### src/logic/axiLitePkg.sv
package axiLitePkg;

  // bus geometry
  localparam int addrWidth = 8;
  localparam int dataWidth = 32;
  localparam int strbWidth = dataWidth / 8;

  // register map
  localparam int regCount = 8;
  localparam int idxWidth = $clog2(regCount);
  localparam int privFirstIdx = 4;                   // regs 4..7 need prot[0]

  localparam logic [dataWidth-1:0] idValue = 32'hA411_0001;
  localparam logic [dataWidth-1:0] resetValue = '0;

  // AXI response codes, EXOKAY and DECERR never issued
  typedef enum logic [1:0] {
    respOkay = 2'b00,
    respSlvErr = 2'b10
  } respType;

  typedef enum logic [1:0] {
    wIdle,                                           // both halves accepted
    wAddrHeld,                                       // address in, waiting on data
    wDataHeld,                                       // data in, waiting on address
    wResp                                            // B channel pending
  } writeStateType;

  typedef enum logic {
    rIdle,
    rResp
  } readStateType;

endpackage

### src/logic/regAddrDecode.sv
`timescale 1ns/10ps

module regAddrDecode (
  input  logic [axiLitePkg::addrWidth-1:0] addr,
  input  logic [2:0]                       prot,
  output logic [axiLitePkg::idxWidth-1:0]  regIdx,
  output logic                             accessErr
);

  logic outOfMap;
  logic misaligned;
  logic privErr;

  // word index sits just above the byte offset
  assign regIdx = addr[axiLitePkg::idxWidth+1:2];

  // anything above 0x1C falls outside the bank
  assign outOfMap = |addr[axiLitePkg::addrWidth-1:axiLitePkg::idxWidth+2];

  assign misaligned = |addr[1:0];

  // only prot[0] is decoded, prot[2:1] are don't care here
  assign privErr = (int'(regIdx) >= axiLitePkg::privFirstIdx) && !prot[0];

  assign accessErr = outOfMap || misaligned || privErr;

endmodule

### src/logic/regBank.sv
`timescale 1ns/10ps

module regBank (
  input  logic                             aclk,
  input  logic                             rstN,
  // write port
  input  logic                             writeEn,
  input  logic [axiLitePkg::idxWidth-1:0]  wrIdx,
  input  logic [axiLitePkg::dataWidth-1:0] wrData,
  input  logic [axiLitePkg::strbWidth-1:0] wrStrb,
  // read port
  input  logic                             readEn,
  input  logic [axiLitePkg::idxWidth-1:0]  rdIdx,
  input  logic                             rdErr,
  output logic [axiLitePkg::dataWidth-1:0] rdata
);

  // index 0 is the ID constant, no storage behind it
  logic [axiLitePkg::dataWidth-1:0] regs [1:axiLitePkg::regCount-1];

  logic [axiLitePkg::dataWidth-1:0] oldWord;
  logic [axiLitePkg::dataWidth-1:0] mergedWord;
  logic [axiLitePkg::dataWidth-1:0] rdWord;
  logic                             wrHit;

  assign wrHit = writeEn && (wrIdx != '0);

  // current contents of the write target
  always_comb begin
    if (wrIdx == '0) begin
      oldWord = axiLitePkg::idValue;
    end else begin
      oldWord = regs[wrIdx];
    end
  end

  // byte lanes with a strobe take the new data
  always_comb begin
    mergedWord = oldWord;
    for (int b = 0; b < axiLitePkg::strbWidth; b++) begin
      if (wrStrb[b]) begin
        mergedWord[8*b +: 8] = wrData[8*b +: 8];
      end
    end
  end

  always_ff @(posedge aclk) begin
    if (!rstN) begin
      for (int i = 1; i < axiLitePkg::regCount; i++) begin
        regs[i] <= axiLitePkg::resetValue;
      end
    end else if (wrHit) begin
      regs[wrIdx] <= mergedWord;
    end
  end

  always_comb begin
    if (rdIdx == '0) begin
      rdWord = axiLitePkg::idValue;
    end else begin
      rdWord = regs[rdIdx];
    end
  end

  // sampled on the AR edge, so a write landing on the same edge is not seen
  always_ff @(posedge aclk) begin
    if (readEn) begin
      if (rdErr) begin
        rdata <= '0;
      end else begin
        rdata <= rdWord;
      end
    end
  end

endmodule

### src/logic/axiLiteSlaveCtrl.sv
`timescale 1ns/10ps

module axiLiteSlaveCtrl (
  input  logic                                 aclk,
  input  logic                                 rstN,
  // write address / data / response
  input  logic                                 awvalid,
  output logic                                 awready,
  input  logic [axiLitePkg::addrWidth-1:0]     awaddr,
  input  logic [2:0]                           awprot,
  input  logic                                 wvalid,
  output logic                                 wready,
  input  logic [axiLitePkg::dataWidth-1:0]     wdata,
  input  logic [axiLitePkg::strbWidth-1:0]     wstrb,
  output logic                                 bvalid,
  input  logic                                 bready,
  output axiLitePkg::respType                  bresp,
  // read address / data
  input  logic                                 arvalid,
  output logic                                 arready,
  input  logic [axiLitePkg::addrWidth-1:0]     araddr,
  input  logic [2:0]                           arprot,
  output logic                                 rvalid,
  input  logic                                 rready,
  output axiLitePkg::respType                  rresp,
  // decoder side
  output logic [axiLitePkg::addrWidth-1:0]     wrAddr,
  output logic [2:0]                           wrProt,
  input  logic [axiLitePkg::idxWidth-1:0]      wrIdx,
  input  logic                                 wrErr,
  output logic [axiLitePkg::addrWidth-1:0]     rdAddr,
  output logic [2:0]                           rdProt,
  input  logic                                 rdErr,
  // register bank side
  output logic                                 writeEn,
  output logic [axiLitePkg::dataWidth-1:0]     wrData,
  output logic [axiLitePkg::strbWidth-1:0]     wrStrb,
  output logic                                 readEn
);

  axiLitePkg::writeStateType wState;
  axiLitePkg::writeStateType wStateNext;
  axiLitePkg::readStateType  rState;
  axiLitePkg::readStateType  rStateNext;

  logic                             awFire;
  logic                             wFire;
  logic                             bFire;
  logic                             arFire;
  logic                             rFire;
  logic                             wrDone;
  logic                             wrFault;

  logic [axiLitePkg::addrWidth-1:0] awAddrReg;
  logic [2:0]                       awProtReg;
  logic [axiLitePkg::dataWidth-1:0] wDataReg;
  logic [axiLitePkg::strbWidth-1:0] wStrbReg;
  logic [axiLitePkg::addrWidth-1:0] arAddrReg;
  logic [2:0]                       arProtReg;

  // write channel handshakes
  assign awready = (wState == axiLitePkg::wIdle) || (wState == axiLitePkg::wDataHeld);
  assign wready  = (wState == axiLitePkg::wIdle) || (wState == axiLitePkg::wAddrHeld);
  assign bvalid  = (wState == axiLitePkg::wResp);

  assign awFire = awvalid && awready;
  assign wFire  = wvalid && wready;
  assign bFire  = bvalid && bready;

  // second half of the write arrives this cycle
  assign wrDone = (awFire && wFire) ||
                  (awFire && (wState == axiLitePkg::wDataHeld)) ||
                  (wFire && (wState == axiLitePkg::wAddrHeld));

  // live channel unless that half was taken earlier
  assign wrAddr = (wState == axiLitePkg::wAddrHeld) ? awAddrReg : awaddr;
  assign wrProt = (wState == axiLitePkg::wAddrHeld) ? awProtReg : awprot;
  assign wrData = (wState == axiLitePkg::wDataHeld) ? wDataReg : wdata;
  assign wrStrb = (wState == axiLitePkg::wDataHeld) ? wStrbReg : wstrb;

  assign wrFault = wrErr || (wrIdx == '0);          // ID word is read only
  assign writeEn = wrDone && !wrFault;

  // read channel handshakes
  assign arready = (rState == axiLitePkg::rIdle);
  assign rvalid  = (rState == axiLitePkg::rResp);
  assign arFire  = arvalid && arready;
  assign rFire   = rvalid && rready;
  assign readEn  = arFire;

  assign rdAddr = (rState == axiLitePkg::rIdle) ? araddr : arAddrReg;
  assign rdProt = (rState == axiLitePkg::rIdle) ? arprot : arProtReg;

  always_comb begin
    wStateNext = wState;
    case (wState)
      axiLitePkg::wIdle: begin
        if (wrDone) begin
          wStateNext = axiLitePkg::wResp;
        end else if (awFire) begin
          wStateNext = axiLitePkg::wAddrHeld;
        end else if (wFire) begin
          wStateNext = axiLitePkg::wDataHeld;
        end
      end
      axiLitePkg::wAddrHeld,
      axiLitePkg::wDataHeld: begin
        if (wrDone) wStateNext = axiLitePkg::wResp;
      end
      axiLitePkg::wResp: begin
        if (bFire) wStateNext = axiLitePkg::wIdle;
      end
      default: wStateNext = axiLitePkg::wIdle;
    endcase
  end

  always_comb begin
    rStateNext = rState;
    case (rState)
      axiLitePkg::rIdle: if (arFire) rStateNext = axiLitePkg::rResp;
      axiLitePkg::rResp: if (rFire) rStateNext = axiLitePkg::rIdle;
      default:           rStateNext = axiLitePkg::rIdle;
    endcase
  end

  always_ff @(posedge aclk) begin
    if (!rstN) begin
      wState <= axiLitePkg::wIdle;
      rState <= axiLitePkg::rIdle;
      bresp  <= axiLitePkg::respOkay;
      rresp  <= axiLitePkg::respOkay;
    end else begin
      wState <= wStateNext;
      rState <= rStateNext;
      if (wrDone) begin
        if (wrFault) bresp <= axiLitePkg::respSlvErr;
        else         bresp <= axiLitePkg::respOkay;
      end
      if (arFire) begin
        if (rdErr) rresp <= axiLitePkg::respSlvErr;
        else       rresp <= axiLitePkg::respOkay;
      end
    end
  end

  // captured channel payloads
  always_ff @(posedge aclk) begin
    if (awFire) begin
      awAddrReg <= awaddr;
      awProtReg <= awprot;
    end
    if (wFire) begin
      wDataReg <= wdata;
      wStrbReg <= wstrb;
    end
    if (arFire) begin
      arAddrReg <= araddr;
      arProtReg <= arprot;
    end
  end

endmodule

### src/logic/axiLiteSlave.sv
`timescale 1ns/10ps

module axiLiteSlave (
  input  logic                             aclk,
  input  logic                             rstN,
  // write address channel
  input  logic                             awvalid,
  output logic                             awready,
  input  logic [axiLitePkg::addrWidth-1:0] awaddr,
  input  logic [2:0]                       awprot,
  // write data channel
  input  logic                             wvalid,
  output logic                             wready,
  input  logic [axiLitePkg::dataWidth-1:0] wdata,
  input  logic [axiLitePkg::strbWidth-1:0] wstrb,
  // write response channel
  output logic                             bvalid,
  input  logic                             bready,
  output logic [1:0]                       bresp,
  // read address channel
  input  logic                             arvalid,
  output logic                             arready,
  input  logic [axiLitePkg::addrWidth-1:0] araddr,
  input  logic [2:0]                       arprot,
  // read data channel
  output logic                             rvalid,
  input  logic                             rready,
  output logic [axiLitePkg::dataWidth-1:0] rdata,
  output logic [1:0]                       rresp
);

  logic [axiLitePkg::addrWidth-1:0] wrAddr;
  logic [2:0]                       wrProt;
  logic [axiLitePkg::idxWidth-1:0]  wrIdx;
  logic                             wrErr;
  logic [axiLitePkg::addrWidth-1:0] rdAddr;
  logic [2:0]                       rdProt;
  logic [axiLitePkg::idxWidth-1:0]  rdIdx;
  logic                             rdErr;
  logic                             writeEn;
  logic [axiLitePkg::dataWidth-1:0] wrData;
  logic [axiLitePkg::strbWidth-1:0] wrStrb;
  logic                             readEn;

  axiLiteSlaveCtrl u_ctrl (
    .aclk    (aclk),
    .rstN    (rstN),
    .awvalid (awvalid),
    .awready (awready),
    .awaddr  (awaddr),
    .awprot  (awprot),
    .wvalid  (wvalid),
    .wready  (wready),
    .wdata   (wdata),
    .wstrb   (wstrb),
    .bvalid  (bvalid),
    .bready  (bready),
    .bresp   (bresp),
    .arvalid (arvalid),
    .arready (arready),
    .araddr  (araddr),
    .arprot  (arprot),
    .rvalid  (rvalid),
    .rready  (rready),
    .rresp   (rresp),
    .wrAddr  (wrAddr),
    .wrProt  (wrProt),
    .wrIdx   (wrIdx),
    .wrErr   (wrErr),
    .rdAddr  (rdAddr),
    .rdProt  (rdProt),
    .rdErr   (rdErr),
    .writeEn (writeEn),
    .wrData  (wrData),
    .wrStrb  (wrStrb),
    .readEn  (readEn)
  );

  regAddrDecode u_wrDecode (
    .addr      (wrAddr),
    .prot      (wrProt),
    .regIdx    (wrIdx),
    .accessErr (wrErr)
  );

  regAddrDecode u_rdDecode (
    .addr      (rdAddr),
    .prot      (rdProt),
    .regIdx    (rdIdx),
    .accessErr (rdErr)
  );

  regBank u_regBank (
    .aclk    (aclk),
    .rstN    (rstN),
    .writeEn (writeEn),
    .wrIdx   (wrIdx),
    .wrData  (wrData),
    .wrStrb  (wrStrb),
    .readEn  (readEn),
    .rdIdx   (rdIdx),
    .rdErr   (rdErr),
    .rdata   (rdata)
  );

endmodule

### config.mk
export PLATFORM = sky130hd
export DESIGN_NAME = axiLiteSlave
export DESIGN_NICKNAME = d
export VERILOG_FILES = /design/src/logic/axiLitePkg.sv /design/src/logic/regAddrDecode.sv /design/src/logic/regBank.sv /design/src/logic/axiLiteSlaveCtrl.sv /design/src/logic/axiLiteSlave.sv
export SDC_FILE = /design/constraint.sdc
export NUM_CORES = 1
export LEC_CHECK = 0
export ABC_AREA = 0
export BUFFER_PORTS_ARGS = -buffer_cell sky130_fd_sc_hd__clkbuf_2
export CAP_MARGIN = 0
export CORE_AREA = 2 2 221 158
export DETAILED_ROUTE_END_ITERATION = 10
export DIE_AREA = 0 0 223 160
export GPL_TIMING_DRIVEN = 0
export PLACE_DENSITY = 0.69
export SETUP_SLACK_MARGIN = 0.4
export SLEW_MARGIN = 20
export SYNTH_ARGS = -nofsm -noshare
export SYNTH_HDL_FRONTEND = slang
export SYNTH_SLANG_ARGS = --single-unit
export TNS_END_PERCENT = 50
### constraint.sdc
create_clock -name aclk -period 9.5 [get_ports aclk]
set_clock_uncertainty 0.05 [all_clocks]
set_input_delay 1.9 -clock aclk [delete_from_list [all_inputs] [get_ports aclk]]
set_output_delay 1.9 -clock aclk [all_outputs]
set_load 0.01 [all_outputs]
==> results of run 1 <==
[power groups by stage]
stage / clock network, mW / registers, mW / logic (mW)
6_report: 1.37 / 1.89 / 0.748
5_1_grt: 1.43 / 1.90 / 0.808
4_1_cts: 1.37 / 1.89 / 0.729
3_5_place_dp: 0 / 1.92 / 0.724
3_3_place_gp: 0 / 1.92 / 0.694
2_1_floorplan: 0 / 1.91 / 0.456
[final timing paths]
path / startpoint / slack [ns] / end / cells past startpoint
hold reg to reg: u_ctrl.wState[0]$_SDFFE_PN0P_ / 0.46 / u_ctrl.wState[0]$_SDFFE_PN0P_ / 2
setup reg to reg: u_ctrl.rvalid$_SDFF_PN0_ / 4.96 / u_regBank.rdata[30]$_SDFFCE_PP0P_ / 7
hold / removal: u_ctrl.wState[0]$_SDFFE_PN0P_ / 0.46 / u_ctrl.wState[0]$_SDFFE_PN0P_ / 2
setup / recovery: araddr[2] / 4.50 / u_regBank.rdata[30]$_SDFFCE_PP0P_ / 7
[critical path, cell delays in order]
cell	delay [ns]
sky130_fd_sc_hd__clkbuf_2	0.13
sky130_fd_sc_hd__clkbuf_1	0.29
sky130_fd_sc_hd__mux2i_2	0.91
sky130_fd_sc_hd__clkbuf_1	0.55
sky130_fd_sc_hd__o21a_1	0.19
sky130_fd_sc_hd__o32ai_1	0.16
sky130_fd_sc_hd__a2111oi_0	0.99
[final cells by class]
type / count / area (um2)
well taps: 442 / 553.0
flip-flops and latches: 347 / 10370
inverters: 13 / 48.80
clock inverters: 21 / 147.6
diodes: 1 / 2.502
plain buffers: 126 / 494.2
repair buffers: 105 / 576.8
clock buffers: 42 / 944.7
fillers: 2893 / 14960
multi-input cells: 1079 / 5774
[kinds of logic (layout without fill, tap and decap cells)]
kind of cell,count (synthesis),in the layout,synth area share (%)
other,1,35,0.02268
and+or+nand+nor,612,612,16.51
buffers and inverters,139,307,3.284
DFF,347,347,62.71
adders and majority gates,5,5,0.3783
muxes,27,27,1.649
AOI/OAI and AO/OA,401,401,15.45
[flip-flops by register name, indices dropped and copies added, names as in the netlist]
signal / flops
u_ctrl.wStrbReg: 4
u_ctrl.arProtReg: 1
u_ctrl.arAddrReg: 8
u_ctrl.bresp: 1
u_ctrl.wState: 2
u_ctrl.rresp: 1
u_regBank.regs: 256
u_regBank.rdata: 32
u_ctrl.awAddrReg: 8
u_ctrl.rvalid: 1
u_ctrl.awProtReg: 1
u_ctrl.wDataReg: 32
[placed cells by master (no fill, tap or decap), drive strengths merged, types with 9 or more instances in the layout]
cell type and count:
a2111oi 26, a211oi 12, a21o 25, a21oi 34, and3 34, buf 24, clkbuf 249, clkinv 17
conb 34, edfxtp 342, inv 13, mux2i 25, nand2 58, nand2b 24, nand3 11, nor2 354
nor2b 24, nor3 73, o21a 27, o21ai 153, o22ai 60, o32ai 26, or4 9
[per-layer routing]
metal	up-vias	GRT usage [%]	share of wire [%]
met5	-	0	0
met4	0	7.230	2.3
met3	98	7.893	15
met2	880	39.42	40
met1	6401	44.43	42
li1	6005	-	-
==> results.sh, run 1 <==
export IMPL_total_switching_power_mw=1.181
export IMPL_grt_setup_unrepaired="no"
export IMPL_combPwrFrac_pct=18.7
export IMPL_final_period_minus_worst_setup_slack_ns=5.000
export IMPL_share_of_layout_cells_above_drive_strength_1_pct=10.56
export IMPL_fmax_ghz=0.2000
export IMPL_worst_ep_required_time_ns=9.64
export IMPL_yosys_cell_types_count=53
export IMPL_grt_pass1_wl_mm=75.90
export IMPL_grt_util_all_layers_pct=28.63
export IMPL_placed_cells_incl_taps=2112
export IMPL_drtPass1Iterations=6
export IMPL_postPlaceCellArea_mm2=0.01781
export IMPL_design_core_area_mm2=0.03388
export IMPL_finalNetCount=1778
export IMPL_cts_tree="built"
export IMPL_worst_slew_pin_slew_ns=1.069
export IMPL_yosys_top_cells_area="sky130_fd_sc_hd__edfxtp_1 62%, sky130_fd_sc_hd__nor2_1 7.9%, sky130_fd_sc_hd__o21ai_0 4.6%"
export IMPL_cts_made_buffers=36
export IMPL_finalInstanceArea_mm2=0.01891
export IMPL_cellInternalPower_mw=2.825
export IMPL_syn_inst=1532
export IMPL_synth_largest_area_cell="sky130_fd_sc_hd__edfxtp_1"
export IMPL_switching_power_share_of_the_total_pct=29.48
export IMPL_ir_worst_vdd_uv=171.6
export IMPL_cp_end_kind="flip-flop"
export IMPL_holdWs_ns=0.4595
export IMPL_setup_viol=0
export IMPL_die_height_um=160
export IMPL_via_count=13384
export IMPL_p_leak_nw=6.639
export IMPL_wl_per_cell_um=23.49
export IMPL_number_of_global_route_vias_before_repair=12326
export IMPL_sequential_cell_area_fraction_in_the_yosys_report_pct=62.71
export IMPL_cp_data_arrival_time_ns=5.14
export IMPL_syn_to_final_growth_pct=14.36
export IMPL_clk_path_buf_depth=3
export IMPL_place_worst_setup_slack_ns=4.218
export IMPL_postLayoutSetupSlackWorst_ns=4.500
export IMPL_antenna_violations_before_repair=0
export IMPL_max_slew_margin_pct=27.32
export IMPL_post_route_drc_count=0
export IMPL_ctsRootBufferMaster="sky130_fd_sc_hd__clkbuf_16"
export IMPL_vias_per_cell=6.151
export IMPL_buffer_ports_inserted=99
export IMPL_worst_setup_path_start_kind="input pin"
export IMPL_maximum_number_of_pins_on_one_net_before_global_route_repair=30
export IMPL_synth_most_common_cell="sky130_fd_sc_hd__nor2_1"
export IMPL_cts_hold_buf=0
export IMPL_ant_nets=0
export IMPL_tritoncts_num_sinks=347
export IMPL_synth_async_reset_ratio_pct=0
export IMPL_slew_violations=0
export IMPL_cts_resized_gates=0
export IMPL_clk_pin_slew_worst_paths_ns=0.06
export IMPL_ys_seq_elements=347
export IMPL_yosys_warnings=0
export IMPL_yosys_top_cells_count="346 x sky130_fd_sc_hd__nor2_1, 342 x sky130_fd_sc_hd__edfxtp_1, 153 x sky130_fd_sc_hd__o21ai_0, 108 x sky130_fd_sc_hd__clkbuf_1, 73 x sky130_fd_sc_hd__nor3_1"
export IMPL_drt_wl_total_mm=51.12
export IMPL_drt_initial_drc_count=2207
export IMPL_share_seq_of_total_power_pct=47.2
export IMPL_initial_core_util_pct=48.82
export IMPL_final_cells=2176
export IMPL_min_path_type="reg -> reg"
export IMPL_yosysTopAreaCellShare_pct=62.10
export IMPL_place_detailed_hpwl_mm=37.53
export IMPL_netlist_area_mm2=0.01654
export IMPL_fin_util_pct=55.83
export IMPL_edff_count_synth=342
export IMPL_die_width_um=223
export IMPL_post_layout_total_power_mw=4.006
export IMPL_power_per_cell_area_mw_per_mm2=211.8
export IMPL_max_cap_violations=0
export IMPL_final_period_utilization_pct=52.63
export IMPL_insertion_delay_ns=0.54
export IMPL_ios=106
export IMPL_rows=57
export IMPL_cp_max_fo=10
export IMPL_classification_of_the_worst_setup_path="in -> reg"
export IMPL_replace_congestion=0.9118
export IMPL_dieArea_mm2=0.03568
export IMPL_tns_ns=0
export IMPL_htree_num_levels=2
export IMPL_cts_repair_timing_setup_buffer_count=0
export IMPL_number_of_endpoints_with_negative_hold_slack_in_the_final_report=0
export IMPL_synth_avg_cell_area_um2=10.79
export IMPL_outcome="completed"
export IMPL_synth_main_ff_cell="sky130_fd_sc_hd__edfxtp_1"
export IMPL_p_clk_share_pct=34.1
export IMPL_grt_overflow=0
(Power assumes the default switching activity.)
==> run 2: changes to the inputs <==
--- a/config.mk
+++ b/config.mk
@@ -12,7 +12,7 @@
 export DETAILED_ROUTE_END_ITERATION = 10
 export DIE_AREA = 0 0 223 160
 export GPL_TIMING_DRIVEN = 0
-export PLACE_DENSITY = 0.69
+export PLACE_DENSITY = 0.72
 export SETUP_SLACK_MARGIN = 0.4
 export SLEW_MARGIN = 20
 export SYNTH_ARGS = -nofsm -noshare
==> constraint.sdc (replaced) <==
create_clock -name aclk -period 4.4 [get_ports aclk]
set_clock_uncertainty 0.05 [all_clocks]
set_input_delay 0.88 -clock aclk [delete_from_list [all_inputs] [get_ports aclk]]
set_output_delay 0.88 -clock aclk [all_outputs]
set_load 0.01 [all_outputs]
==> run 2 against run 1 <==
Global-route usage fell by 0.32 points. Count of clock-buffer cells in the layout rose by 2. Cell area rose by 0.28%. Sequential power rose by 120%. First-iteration DRC count rose by 1.9%. Setup slack got worse by 4.0 ns. Worst hold slack improved by 0.020 ns. Critical path type is now reg -> reg. Largest cell class unchanged.
==> results.sh, run 2 (same netlist as run 1, synthesis figures left out) <==
export IMPL_outcome="completed"
export IMPL_vias_per_cell=6.196
export IMPL_p_leak_nw=6.662
export IMPL_detailroute_wirelength_met3_mm=8.336
export IMPL_critPathTopFamily="buffers and inverters"
export IMPL_cts_tree="built"
export IMPL_slew_violations=0
export IMPL_cp_data_arrival_time_ns=4.03
export IMPL_highest_layer="met5"
export IMPL_max_cap_violations=0
export IMPL_cts_made_buffers=36
export IMPL_final_period_utilization_pct=88.17
export IMPL_insertion_delay_ns=0.53
export IMPL_worst_slew_pin_slew_ns=1.090
export IMPL_commonest_cells_after_routing_fill_and_taps_aside="346 x sky130_fd_sc_hd__nor2_1, 342 x sky130_fd_sc_hd__edfxtp_1, 133 x sky130_fd_sc_hd__o21ai_0"
export IMPL_final_period_minus_worst_setup_slack_ns=3.879
export IMPL_area_of_the_multi_input_gates_mm2=0.005778
export IMPL_post_route_drc_count=0
export IMPL_number_of_endpoints_with_negative_hold_slack_in_the_final_report=0
export IMPL_worst_setup_path_start_kind="flip-flop"
export IMPL_initial_core_util_pct=48.82
export IMPL_holdWs_ns=0.4793
export IMPL_worst_path_buf_inv=3
export IMPL_cp_max_fo=10
export IMPL_grt_setup_unrepaired="no"
export IMPL_met2_wirelength_mm=20.81
export IMPL_p_clk_share_pct=34.7
export IMPL_share_seq_of_total_power_pct=46.8
export IMPL_grt_pass1_wl_mm=75.15
export IMPL_drt_initial_drc_count=2248
export IMPL_rows=57
export IMPL_fin_util_pct=55.98
export IMPL_maximum_number_of_pins_on_one_net_before_global_route_repair=30
export IMPL_fmax_ghz=0.2578
export IMPL_grt_util_all_layers_pct=28.30
export IMPL_cellInternalPower_mw=6.216
export IMPL_die_width_um=223
export IMPL_reg_top3="u_regBank.regs x256, u_ctrl.wDataReg x32, u_regBank.rdata x32"
export IMPL_slowest_stage="sky130_fd_sc_hd__a2111oi_0"
export IMPL_critical_path_max_stage_delay_ns=0.87
export IMPL_place_detailed_hpwl_mm=37.66
export IMPL_finalNetCount=1779
export IMPL_switching_power_share_of_the_total_pct=28.84
export IMPL_die_height_um=160
export IMPL_drtPass1Iterations=6
export IMPL_ir_worst_vdd_uv=358.6
export IMPL_tritoncts_num_sinks=347
export IMPL_largest_register="u_regBank.regs"
export IMPL_number_of_global_route_vias_before_repair=12429
export IMPL_layout_cells_most_common="sky130_fd_sc_hd__nor2_1"
export IMPL_drt_wl_total_mm=51.22
export IMPL_replace_congestion=0.9470
export IMPL_total_switching_power_mw=2.520
export IMPL_path_cells="buf_2 > clkbuf_2 > mux2i_4 > clkbuf_1 > o21a_1 > o32ai_1 > a2111oi_0"
export IMPL_grt_overflow=0
export IMPL_postPlaceCellArea_mm2=0.01782
export IMPL_max_slew_margin_pct=27.35
export IMPL_worst_ep_required_time_ns=4.55
export IMPL_classification_of_the_worst_setup_path="reg -> reg"
export IMPL_final_cells=2175
export IMPL_design_core_area_mm2=0.03388
export IMPL_clk_path_buf_depth=3
export IMPL_combPwrFrac_pct=18.6
export IMPL_buffer_ports_inserted=99
export IMPL_dieArea_mm2=0.03568
export IMPL_cp_end_kind="flip-flop"
export IMPL_ctsRootBufferMaster="sky130_fd_sc_hd__clkbuf_16"
export IMPL_tns_ns=0
export IMPL_largest_register_ff_count=256
export IMPL_route_layer_met1_wl_mm=20.75
export IMPL_power_per_cell_area_mw_per_mm2=460.6
export IMPL_setup_viol=0
export IMPL_antenna_violations_before_repair=2
export IMPL_reg2reg_setup_slack_ns=0.52
export IMPL_share_of_layout_cells_above_drive_strength_1_pct=10.39
export IMPL_final_seq_area_mm2=0.01037
export IMPL_via_count=13477
export IMPL_clk_pin_slew_worst_paths_ns=0.06
export IMPL_min_path_type="reg -> reg"
export IMPL_htree_num_levels=2
export IMPL_placed_cells_incl_taps=2113
export IMPL_filler_cell_count=2851
export IMPL_wl_per_cell_um=23.55
export IMPL_ios=106
export IMPL_syn_to_final_growth_pct=14.68
export IMPL_finalInstanceArea_mm2=0.01896
export IMPL_ant_nets=0
==> run 2: layer usage <==
metal | vias to the layer above | global-route usage (%)
met3 | 104 | 9.236
li1 | 5993 | -
met5 | - | 0
met4 | 2 | 7.352
met1 | 6373 | 42.11
met2 | 1005 | 39.86
==> run 2: area by class of cell <==
class	count	area share (%)
diodes	1	0.01320
plain buffers	126	2.613
clock buffers	44	5.021
clock inverters	17	0.9303
inverters	13	0.2573
multi-input cells	1079	30.47
flip-flops and latches	347	54.68
well taps	442	2.916
repair buffers	106	3.101
==> run 2: power groups by stage <==
stage	combinational [mW]	clock (mW)	sequential [mW]
floorplan	0.985	0	4.12
global placement	1.49	0	4.14
detailed placement	1.55	0	4.15
CTS	1.57	3.03	4.08
global route	1.73	3.16	4.11
finish	1.62	3.03	4.09
==> run 2: path summary, 6_finish.rpt <==
check	start	endpoint	cells after the start
worst max-delay path	u_ctrl.rvalid$_SDFF_PN0_	u_regBank.rdata[8]$_SDFFCE_PP0P_	7
worst min-delay path	u_ctrl.rresp[1]$_SDFFE_PN0P_	u_ctrl.rresp[1]$_SDFFE_PN0P_	2
worst max register to register	u_ctrl.rvalid$_SDFF_PN0_	u_regBank.rdata[8]$_SDFFCE_PP0P_	7
worst min register to register	u_ctrl.rresp[1]$_SDFFE_PN0P_	u_ctrl.rresp[1]$_SDFFE_PN0P_	2
==> run 2: what timing repair did <==
item,CTS,global route
setup buffers,0,0
gates resized for setup,1,2
gates cloned,0,0
hold buffers,0,0
setup endpoints to repair,4,7
==> run 2: tightest hold or removal path: cells and delay by family (launching register included) <==
family,cells,cell delay (ns)
DFF,1,0.32
muxes,1,0.07
and+or+nand+nor,1,0.10
==> run 2: per-stage QoR <==
stage          setup WS [ns]  total power, mW
3_3_place_gp         -0.2099            5.628
3_5_place_dp          0.2716            5.703
4_1_cts               0.4513            8.680
5_1_grt               0.4634            9.001
2_1_floorplan          1.084            5.103
6_report              0.5206            8.736
==> run 3: changes to the inputs <==
--- a/config.mk
+++ b/config.mk
@@ -8,11 +8,11 @@
 export ABC_AREA = 0
 export BUFFER_PORTS_ARGS = -buffer_cell sky130_fd_sc_hd__clkbuf_2
 export CAP_MARGIN = 0
-export CORE_AREA = 2 2 221 158
+export CORE_AREA = 2 2 211 151
 export DETAILED_ROUTE_END_ITERATION = 10
-export DIE_AREA = 0 0 223 160
-export GPL_TIMING_DRIVEN = 0
-export PLACE_DENSITY = 0.72
+export DIE_AREA = 0 0 213 153
+export GPL_TIMING_DRIVEN = 1
+export PLACE_DENSITY = 0.77
 export SETUP_SLACK_MARGIN = 0.4
 export SLEW_MARGIN = 20
 export SYNTH_ARGS = -nofsm -noshare
==> run 3 against run 2 <==
Worst hold slack lost 0.0094 ns. Cell area shrank 0.42%. Clock power shrank 5%. Critical path depth is the same. Die area shrank 8.7%. Count of clock-buffer cells in the layout grew 4. Non-clock buffer count shrank 59. First-iteration DRC count shrank 21%. Global-route usage grew 0.38 points. Register-to-register slack gained 0.13 ns. Combinational power shrank 4%. Sequential power is essentially flat.
==> results.sh, run 3 (same netlist as run 1, synthesis figures left out) <==
export IMPL_outcome="completed"
export IMPL_worst_ep_required_time_ns=4.56
export IMPL_layout_cells_most_common="sky130_fd_sc_hd__nor2_1"
export IMPL_clk_pin_slew_worst_paths_ns=0.06
export IMPL_filler_cell_count=2379
export IMPL_ctsRootBufferMaster="sky130_fd_sc_hd__clkbuf_16"
export IMPL_cts_made_buffers=36
export IMPL_vias_per_cell=6.153
export IMPL_commonest_cells_after_routing_fill_and_taps_aside="345 x sky130_fd_sc_hd__nor2_1, 342 x sky130_fd_sc_hd__edfxtp_1, 153 x sky130_fd_sc_hd__o21ai_0"
export IMPL_cts_resized_gates=0
export IMPL_maximum_number_of_pins_on_one_net_before_global_route_repair=60
export IMPL_largest_register_ff_count=256
export IMPL_buffer_ports_inserted=99
export IMPL_die_width_um=213
export IMPL_share_of_layout_cells_above_drive_strength_1_pct=14.57
export IMPL_cts_repair_timing_setup_buffer_count=0
export IMPL_drtPass1Iterations=6
export IMPL_initial_core_util_pct=54.03
export IMPL_via_count=12890
export IMPL_ant_nets=0
export IMPL_drt_wl_total_mm=46.80
export IMPL_p_leak_nw=6.787
export IMPL_ir_worst_vdd_uv=369.2
export IMPL_place_detailed_hpwl_mm=31.65
export IMPL_largest_register="u_regBank.regs"
export IMPL_die_height_um=153
export IMPL_power_per_cell_area_mw_per_mm2=451.6
export IMPL_reg_top3="u_regBank.regs x256, u_ctrl.wDataReg x32, u_regBank.rdata x32"
export IMPL_insertion_delay_ns=0.53
export IMPL_area_of_the_multi_input_gates_mm2=0.005784
export IMPL_grt_util_all_layers_pct=28.69
export IMPL_grt_overflow=0
export IMPL_fmax_ghz=0.2669
export IMPL_classification_of_the_worst_setup_path="reg -> reg"
export IMPL_max_slew_margin_pct=26.35
export IMPL_place_worst_setup_slack_ns=0.6518
export IMPL_wl_per_cell_um=22.34
export IMPL_min_path_type="reg -> reg"
export IMPL_drt_initial_drc_count=1768
export IMPL_syn_to_final_growth_pct=14.19
export IMPL_cp_data_arrival_time_ns=3.91
export IMPL_final_seq_area_mm2=0.01037
export IMPL_replace_congestion=0.8624
export IMPL_max_cap_violations=0
export IMPL_htree_num_levels=2
export IMPL_worst_setup_path_start_kind="flip-flop"
export IMPL_setup_viol=0
export IMPL_post_route_drc_count=0
export IMPL_slew_violations=0
export IMPL_grt_setup_unrepaired="no"
export IMPL_rows=54
export IMPL_cp_max_fo=37
export IMPL_worst_slew_pin_slew_ns=1.105
export IMPL_design_core_area_mm2=0.03061
export IMPL_cts_hold_buf=0
export IMPL_cts_tree="built"
export IMPL_final_period_minus_worst_setup_slack_ns=3.746
export IMPL_clk_path_buf_depth=3
export IMPL_antenna_violations_before_repair=0
export IMPL_cp_end_kind="flip-flop"
export IMPL_postLayoutSetupSlackWorst_ns=0.6537
export IMPL_tns_ns=0
export IMPL_finalNetCount=1720
export IMPL_number_of_endpoints_with_negative_hold_slack_in_the_final_report=0
export IMPL_dieArea_mm2=0.03259
export IMPL_num_antenna_cells=0
export IMPL_ios=106
export IMPL_post_layout_total_power_mw=8.528
export IMPL_number_of_global_route_vias_before_repair=12199
export IMPL_grt_pass1_wl_mm=70.03
export IMPL_final_period_utilization_pct=85.14
export IMPL_tritoncts_num_sinks=347
==> run 3: cell count changes in the layout (fill, tap and decap cells not counted), sizes merged <==
cell,change
inv,+1
buf,+50
clkbuf,-105
bufinv,-3
diode,-1
==> run 3: worst max-delay path, stage by stage, from the launching register on <==
cell and delay, ns:
sky130_fd_sc_hd__edfxtp_1 0.97, sky130_fd_sc_hd__buf_4 0.56, sky130_fd_sc_hd__buf_4 0.35, sky130_fd_sc_hd__nor2_1 0.09
sky130_fd_sc_hd__o22ai_1 0.21, sky130_fd_sc_hd__o21a_1 0.17, sky130_fd_sc_hd__o32ai_1 0.14, sky130_fd_sc_hd__a2111oi_0 0.86
==> run 3: per-layer routing <==
metal	track usage, %	share of wire (%)	up-vias
li1	-	-	5872
met1	41.20	40	6064
met2	40.53	41	861
met3	10.70	16	93
met4	8.825	2.5	0
met5	0	0	-
==> run 3: cell type report <==
type / instances / share of cell area (%)
clock inverters: 15 / 0.5035
multi-input cells: 1079 / 30.63
clock buffers: 48 / 5.281
repair buffers: 173 / 5.632
well taps: 420 / 2.783
flip-flops and latches: 347 / 54.91
inverters: 13 / 0.2584
==> run 3: final timing paths <==
| kind | from | endpoint | slack (ns) | depth (start not counted) |
|---|---|---|---|---|
| setup / recovery | u_ctrl.arAddrReg[2]$_DFFE_PP_ | u_regBank.rdata[19]$_SDFFCE_PP0P_ | 0.65 | 7 |
| hold / removal | u_ctrl.wState[0]$_SDFFE_PN0P_ | u_ctrl.wState[0]$_SDFFE_PN0P_ | 0.47 | 2 |
| setup reg to reg | u_ctrl.arAddrReg[2]$_DFFE_PP_ | u_regBank.rdata[19]$_SDFFCE_PP0P_ | 0.65 | 7 |
| hold reg to reg | u_ctrl.wState[0]$_SDFFE_PN0P_ | u_ctrl.wState[0]$_SDFFE_PN0P_ | 0.47 | 2 |
==> run 3: per-stage QoR <==
stage          util (%)  hold WS (ns)  instances  cell area (um2)
2_1_floorplan         -        0.4251       1565            16660
3_3_place_gp      58.13        0.4493       2032            17790
3_5_place_dp      58.13        0.4642       2032            17790
4_1_cts           61.70        0.4718       2095            18880
5_1_grt           61.70        0.4847       2095            18880
6_report          61.70        0.4699       2095            18880
==> run 3: where the power goes <==
| group | internal, mW | switching, mW | total [mW] |
|---|---|---|---|
| Sequential | 3.96 | 0.118 | 4.08 |
| Combinational | 0.490 | 1.07 | 1.56 |
| Clock | 1.65 | 1.24 | 2.89 |
